File: config.mk
export PLATFORM = sky130hd
export DESIGN_NAME = axi_fetch_top
export DESIGN_NICKNAME = d
export VERILOG_FILES = /design/src/hw/fetch_pkg.sv /design/src/hw/axi_fetch_top.sv /design/src/hw/buf_age_timer.sv /design/src/hw/fetch_ctrl_fsm.sv /design/src/hw/fetch_line_buf.sv
export SDC_FILE = /design/constraint.sdc
export NUM_CORES = 1
export LEC_CHECK = 0
export ABC_AREA = 1
export BUFFER_PORTS_ARGS = -buffer_cell sky130_fd_sc_hd__buf_2
export CAP_MARGIN = 20
export CORE_MARGIN = 3
export CORE_UTILIZATION = 47
export CTS_CLUSTER_DIAMETER = 80
export DETAILED_ROUTE_END_ITERATION = 16
export PLACE_DENSITY = 0.8
export SLEW_MARGIN = 10
export SYNTH_ARGS = -nofsm -noshare
export SYNTH_HDL_FRONTEND = slang
export SYNTH_HIERARCHICAL = 1
export SYNTH_SLANG_ARGS = --single-unit
File: constraint.sdc
create_clock -name clock -period 9.35 [get_ports clock]
set_clock_uncertainty 0.05 [all_clocks]
set_input_delay 0.4675 -clock clock [delete_from_list [all_inputs] [get_ports clock]]
set_output_delay 0.4675 -clock clock [all_outputs]
set_load 0.01 [all_outputs]
File: src/hw/fetch_pkg.sv
// shared constants for the instruction fetch bridge
package fetch_pkg;

    // address and data width, one fetch word per beat
    localparam int XLEN = 64;

    // cycles after a fill before the buffered word must be refetched
    localparam int BUF_LIFETIME = 16;

    // age counter must hold BUF_LIFETIME itself when saturated
    localparam int AGE_W = $clog2(BUF_LIFETIME) + 1;

    // AXI read response codes
    localparam logic [1:0] RESP_OKAY   = 2'b00;
    localparam logic [1:0] RESP_SLVERR = 2'b10; // bit 1 also set for decerr

    // fetch FSM states
    // one bit changes per step along the miss path
    localparam logic [1:0] ST_IDLE = 2'b00; // waiting for a request
    localparam logic [1:0] ST_AR   = 2'b01; // address phase on AR
    localparam logic [1:0] ST_R    = 2'b11; // waiting for the read beat
    localparam logic [1:0] ST_DONE = 2'b10; // one-cycle reply to requester

endpackage

File: src/hw/axi_fetch_top.sv
`timescale 1ns/1ns

// instruction fetch bridge: requester port to AXI4 read master
module axi_fetch_top
    import fetch_pkg::*;
(
    input  logic            clock,
    input  logic            reset,        // async, active low

    // fetch requester
    input  logic            rw_valid_i,   // held until rw_ready_o
    input  logic [XLEN-1:0] rw_addr_i,    // held with rw_valid_i
    output logic            rw_ready_o,   // one-cycle reply pulse
    output logic [XLEN-1:0] data_read_o,  // valid with rw_ready_o
    output logic            rw_err_o,     // bus error on this fetch

    // AXI read address channel
    input  logic            ar_ready_i,
    output logic            ar_valid_o,
    output logic [XLEN-1:0] ar_addr_o,

    // AXI read data channel
    input  logic            r_valid_i,
    output logic            r_ready_o,
    input  logic [XLEN-1:0] r_data_i,
    input  logic [1:0]      r_resp_i,
    input  logic            r_last_i
);

    logic hit;    // buffer to FSM
    logic fill;   // FSM to buffer and timer
    logic reply;  // FSM to buffer
    logic stale;  // timer to buffer

    // held request address goes straight onto AR
    assign ar_addr_o = rw_addr_i;

    fetch_ctrl_fsm u_fsm (
        .clock      (clock),
        .reset      (reset),
        .rw_valid_i (rw_valid_i),
        .hit_i      (hit),
        .ar_ready_i (ar_ready_i),
        .r_valid_i  (r_valid_i),
        .ar_valid_o (ar_valid_o),
        .r_ready_o  (r_ready_o),
        .fill_o     (fill),
        .reply_o    (reply)
    );

    buf_age_timer u_timer (
        .clock   (clock),
        .reset   (reset),
        .fill_i  (fill),
        .stale_o (stale)
    );

    fetch_line_buf u_buf (
        .clock       (clock),
        .reset       (reset),
        .rw_addr_i   (rw_addr_i),
        .r_data_i    (r_data_i),
        .r_resp_i    (r_resp_i),
        .r_last_i    (r_last_i),
        .fill_i      (fill),
        .reply_i     (reply),
        .stale_i     (stale),
        .hit_o       (hit),
        .data_read_o (data_read_o),
        .rw_err_o    (rw_err_o),
        .rw_ready_o  (rw_ready_o)
    );

endmodule

File: src/hw/buf_age_timer.sv
`timescale 1ns/1ns

// counts cycles since the last fill, saturates at the lifetime
module buf_age_timer
    import fetch_pkg::*;
(
    input  logic clock,
    input  logic reset,   // async, active low
    input  logic fill_i,  // buffer written this cycle
    output logic stale_o  // entry too old to answer a hit
);

    logic [AGE_W-1:0] age_q;
    logic             at_limit;

    assign at_limit = (age_q >= AGE_W'(BUF_LIFETIME));

    always_ff @(posedge clock or negedge reset) begin
        if (!reset) begin
            age_q <= AGE_W'(BUF_LIFETIME); // start out stale
        end else if (fill_i) begin
            age_q <= '0;                    // fresh word
        end else if (!at_limit) begin
            age_q <= age_q + 1'b1;
        end
    end

    assign stale_o = at_limit;

    // saturation must hold across every fill and idle stretch
    a_age_bounded : assert property (
        @(posedge clock) disable iff (!reset)
        age_q <= AGE_W'(BUF_LIFETIME)
    ) else $error("age counter ran past BUF_LIFETIME");

endmodule

File: src/hw/fetch_ctrl_fsm.sv
`timescale 1ns/1ns

// sequences one fetch through lookup, the AR and R handshakes and the reply
module fetch_ctrl_fsm
    import fetch_pkg::*;
(
    input  logic clock,
    input  logic reset,       // async, active low

    // requester side
    input  logic rw_valid_i,  // held until the reply pulse
    input  logic hit_i,       // buffer holds a fresh copy of rw_addr_i

    // AXI read handshakes
    input  logic ar_ready_i,
    input  logic r_valid_i,
    output logic ar_valid_o,
    output logic r_ready_o,

    // strobes to the buffer and the age timer
    output logic fill_o,      // R handshake cycle
    output logic reply_o      // high for the one DONE cycle
);

    logic [1:0] state_q;
    logic [1:0] state_d;

    // state register
    always_ff @(posedge clock or negedge reset) begin
        if (!reset) begin
            state_q <= ST_IDLE;
        end else begin
            state_q <= state_d;
        end
    end

    // next state
    always_comb begin
        state_d = state_q; // hold by default
        case (state_q)
            ST_IDLE: begin
                // request only looked at here
                if (rw_valid_i) begin
                    if (hit_i) begin
                        state_d = ST_DONE; // answered from the buffer
                    end else begin
                        state_d = ST_AR;   // go to the bus
                    end
                end
            end
            ST_AR: begin
                if (ar_ready_i) begin
                    state_d = ST_R; // address accepted
                end
            end
            ST_R: begin
                // single beat, so valid ends the burst
                if (r_valid_i) begin
                    state_d = ST_DONE;
                end
            end
            ST_DONE: begin
                state_d = ST_IDLE; // exactly one cycle
            end
            default: begin
                state_d = ST_IDLE;
            end
        endcase
    end

    // outputs decoded from the state and never from the request
    assign ar_valid_o = (state_q == ST_AR);
    assign r_ready_o  = (state_q == ST_R);
    assign fill_o     = (state_q == ST_R) && r_valid_i; // beat accepted
    assign reply_o    = (state_q == ST_DONE);

    // once raised the AXI address stays offered until taken
    a_ar_valid_held : assert property (
        @(posedge clock) disable iff (!reset)
        ar_valid_o && !ar_ready_i |=> ar_valid_o
    ) else $error("ar_valid_o dropped before ar_ready_i");

    // data phase opens only right after the address was taken
    a_r_after_ar : assert property (
        @(posedge clock) disable iff (!reset)
        $rose(r_ready_o) |-> $past(ar_valid_o && ar_ready_i)
    ) else $error("r_ready_o raised without an AR handshake");

endmodule

File: src/hw/fetch_line_buf.sv
`timescale 1ns/1ns

// one-entry fetch buffer: last good word, its address, reply data
module fetch_line_buf
    import fetch_pkg::*;
(
    input  logic            clock,
    input  logic            reset,       // async, active low

    // request address, stable while a fetch runs
    input  logic [XLEN-1:0] rw_addr_i,

    // AXI R beat
    input  logic [XLEN-1:0] r_data_i,
    input  logic [1:0]      r_resp_i,
    input  logic            r_last_i,

    // control from the FSM and the timer
    input  logic            fill_i,      // R handshake
    input  logic            reply_i,     // DONE state
    input  logic            stale_i,     // entry past its lifetime

    output logic            hit_o,
    output logic [XLEN-1:0] data_read_o,
    output logic            rw_err_o,
    output logic            rw_ready_o
);

    logic [XLEN-1:0] addr_q;   // address of the last fill
    logic [XLEN-1:0] data_q;   // word of the last fill
    logic            valid_q;  // last fill came back okay
    logic            err_q;    // last fill came back with an error
    logic            resp_ok;
    logic            resp_err;

    assign resp_ok  = (r_resp_i == RESP_OKAY);
    assign resp_err = |(r_resp_i & RESP_SLVERR); // slverr or decerr

    // payload, written on every beat
    always_ff @(posedge clock) begin
        if (fill_i) begin
            addr_q <= rw_addr_i; // requester still holds it here
            data_q <= r_data_i;
        end
    end

    // entry flags
    always_ff @(posedge clock or negedge reset) begin
        if (!reset) begin
            valid_q <= 1'b0;
            err_q   <= 1'b0;
        end else if (fill_i) begin
            valid_q <= resp_ok;  // errors leave the entry empty
            err_q   <= resp_err;
        end
    end

    // fresh matching entry answers without the bus
    assign hit_o = valid_q && (addr_q == rw_addr_i) && !stale_i;

    // reply strobe follows the DONE state
    // on a hit err_q is clear since only okay fills set valid
    assign rw_ready_o  = reply_i;
    assign data_read_o = data_q;
    assign rw_err_o    = err_q;

    // single-beat reads only, so each accepted beat closes its burst
    a_fill_is_last : assert property (
        @(posedge clock) disable iff (!reset)
        fill_i |-> r_last_i
    ) else $error("read beat without r_last_i");

endmodule

==> results.toml <==
[run_status]
status = "completed"

[final_layout]
antenna_cells = 0
nNetsFinal = 906
final_area_mm2 = 0.00764
drive_above_1_share_pct = 39.1
final_common_cell = "buf_2"
area_growth_pct = 27.2
layout_common_cells = "266 x buf_2, 144 x nand2_1, 128 x edfxtp_1"

[floorplanning]
core_mm2 = 0.0123
die_x_um = 119
start_util_pct = 49.0
num_rows = 40
dieArea_mm2 = 0.0142
ios = 268
die_height_um = 119

[sta]
slew_headroom_pct = 43.6
hold_viol_final = 0
rsz0062_at_grt = "no"
tightest_slew_ps = 845
setup_viol = 0
max_freq_mhz = 369
fin_crit_sh_pct = 29.0
period_minus_slack_ps = 2710
drv_slew = 0
setup_tns_ps = 0

[power]
ir_worst_vdd_v = 0.000146
seqPwrFrac_pct = 47.3
power.internal_mw = 1.31
leakage_nw = 3.68
p_clk_share_pct = 33.9
combPwrFrac_pct = 18.8
p_sw_mw = 0.517
power_density_mw_per_mm2 = 239
swShare_pct = 28.3

[clocking]
cts_max_path_buffers = 2
clockRootBuffer = "clkbuf_16"
h-tree-depth = 4
post-cts-setup-buffers = 0
insertion_delay_ps = 410
path_clk_slew_ps = 60
cts_buffers = 17
cts-resized-gates = 0
cts_sinks = 137
cts_tree = "done"
cts.hold.buffers_added = 1

[synthesis]
syn_avg_cell_area_um2 = 11.0
synth_area_leaders = "edfxtp_1 64%, nand2_1 9.0%, buf_4 8.1%"
async_flop_share_pct = 6.57
synthCells = 546
yosysUniqueCellTypes = 23
yosys.area.top_type = "edfxtp_1"
synth_area_mm2 = 0.00600
dominantRegCellSynth = "edfxtp_1"
ys_seq_area_share_pct = 67.8
synth_top_area_share_pct = 64.0
synth.net_count = 684
synth_edf_count = 128
ys_warn_count = 6
ys_ff_latch = 137

[worst_setup_path]
worstSetupPathDepth = 6
crit_required_ps = 9610
cp_slowest_cell = "buf_4"
cp-end-kind = "flip-flop"
path_class = "reg2reg"
critical_path_arrival_ps = 2970
reg2regPathDepth = 6
path_cells = "nand2_1 > nor2_4 > buf_4 > buf_4 > inv_1 > o31ai_1"
slowest_delay_ps = 770
cpMostUsedCell = "buf_4"
crit_family = "buffers and inverters"
cp_num_buf_inv = 3
worstSetupStartpointType = "flip-flop"
worstPathMaxFanout = 69

[place]
placed_area_mm2 = 0.00708
io_buffers = 266
gp_congestion = 0.799
dp_hpwl_mm = 9.89

[drt]
drt_iter0_markers = 277
ant_nets = 0
dr.pass1.iters = 5
num_vias = 4180
wl_mm = 13.0
drc = 0
avgViaCountPerCell = 4.40
routedWlPerCell_um = 13.7

[min_path]
hold_depth = 1
hold_class = "in2reg"

[global_routing]
grt-ovfl-total = 0
grt_pass1_vias = 4094
antenna_found_initial = 0
grt_use_total_pct = 18.4
grt_pass1_wl_mm = 19.8
grt_max_degree = 70

[run]
maxCapViolCount = 0
## power groups by stage
stage / logic [mW] / clock network (mW) / registers, mW
after floorplan: 0.198 / 0 / 0.921
after global placement: 0.341 / 0 / 0.872
after detailed placement: 0.348 / 0 / 0.877
after CTS: 0.349 / 0.632 / 0.866
after global routing: 0.391 / 0.657 / 0.881
final: 0.344 / 0.620 / 0.865
## state kept, by name, indices dropped and copies added, names as in the netlist
signal	flops
u_buf/data_read_o	64
u_timer/age_q	5
u_buf/valid_q	1
u_fsm/state_q	2
u_buf/rw_err_o	1
u_buf/addr_q	64
## path summary, 6_finish.rpt
path | from | end | slack (ps)
setup / recovery | u_fsm/state_q[0] | u_buf/valid_q | 6640
hold / removal | r_data_i[22] | u_buf/data_read_o[22] | 180
setup reg to reg | u_fsm/state_q[0] | u_buf/valid_q | 6640
hold reg to reg | u_buf/rw_err_o | u_buf/rw_err_o | 440
max in group asynchronous | reset | u_timer/age_q[4] | 8630
min in group asynchronous | reset | u_buf/rw_err_o | 380
## metal layers
| layer | up-vias | global-route usage (%) | routed length [um] |
|---|---|---|---|
| met5 | - | 0 | 0 |
| met4 | 0 | 5.65 | 73 |
| met3 | 4 | 9.92 | 1400 |
| met2 | 174 | 31.4 | 6640 |
| met1 | 1889 | 19.6 | 4840 |
| li1 | 2113 | - | - |
## worst reg2reg max path: stages, from the launching register on
cell     delay (ps)
dfrtp_1         420
nand2_1         130
nor2_4           90
buf_4           620
buf_4           810
inv_1           250
o31ai_1         240
## cells by family (layout without fill, tap and decap cells)
| logic type | count (synthesis) | after routing | synth area share (%) |
|---|---|---|---|
| DFF | 137 | 137 | 67.8 |
| xor gates and xnor gates | 12 | 12 | 1.75 |
| buffers and inverters | 174 | 409 | 14.9 |
| adders and majority gates | 2 | 2 | 0.417 |
| and+or+nand+nor | 193 | 193 | 12.5 |
| AOI/OAI and AO/OA | 28 | 28 | 2.60 |
## synthesized netlist by cell type (all sizes together), types with 2 or more instances
cell,n
a21oi,6
nand2,144
dfrtp,8
o22ai,7
nand3,8
o21ai,12
nand4,3
ha,2
xnor2,12
edfxtp,128
buf,65
inv,108
nor2,37
## per-stage QoR
step / total power [mW] / cells / worst slack (ps) / utilization (%) / hold slack [ps]
global route: 1.93 / 949 / 6380 / 62.3 / 149
floorplan: 1.12 / 546 / 2330 / - / 122
global placement: 1.21 / 916 / 6610 / 57.7 / 275
finish: 1.83 / 949 / 6640 / 62.3 / 180
detailed placement: 1.22 / 916 / 6540 / 57.7 / 276
CTS: 1.85 / 949 / 6620 / 62.3 / 162
## layout make-up
class	count	area, um2
flip-flops and latches	137	4070
well taps	168	210
inverters	108	405
multi-input cells	235	1040
clock buffers	19	433
fillers	985	4620
repair buffers	269	1360
clock inverters	13	120
(Power assumes the default switching activity.)
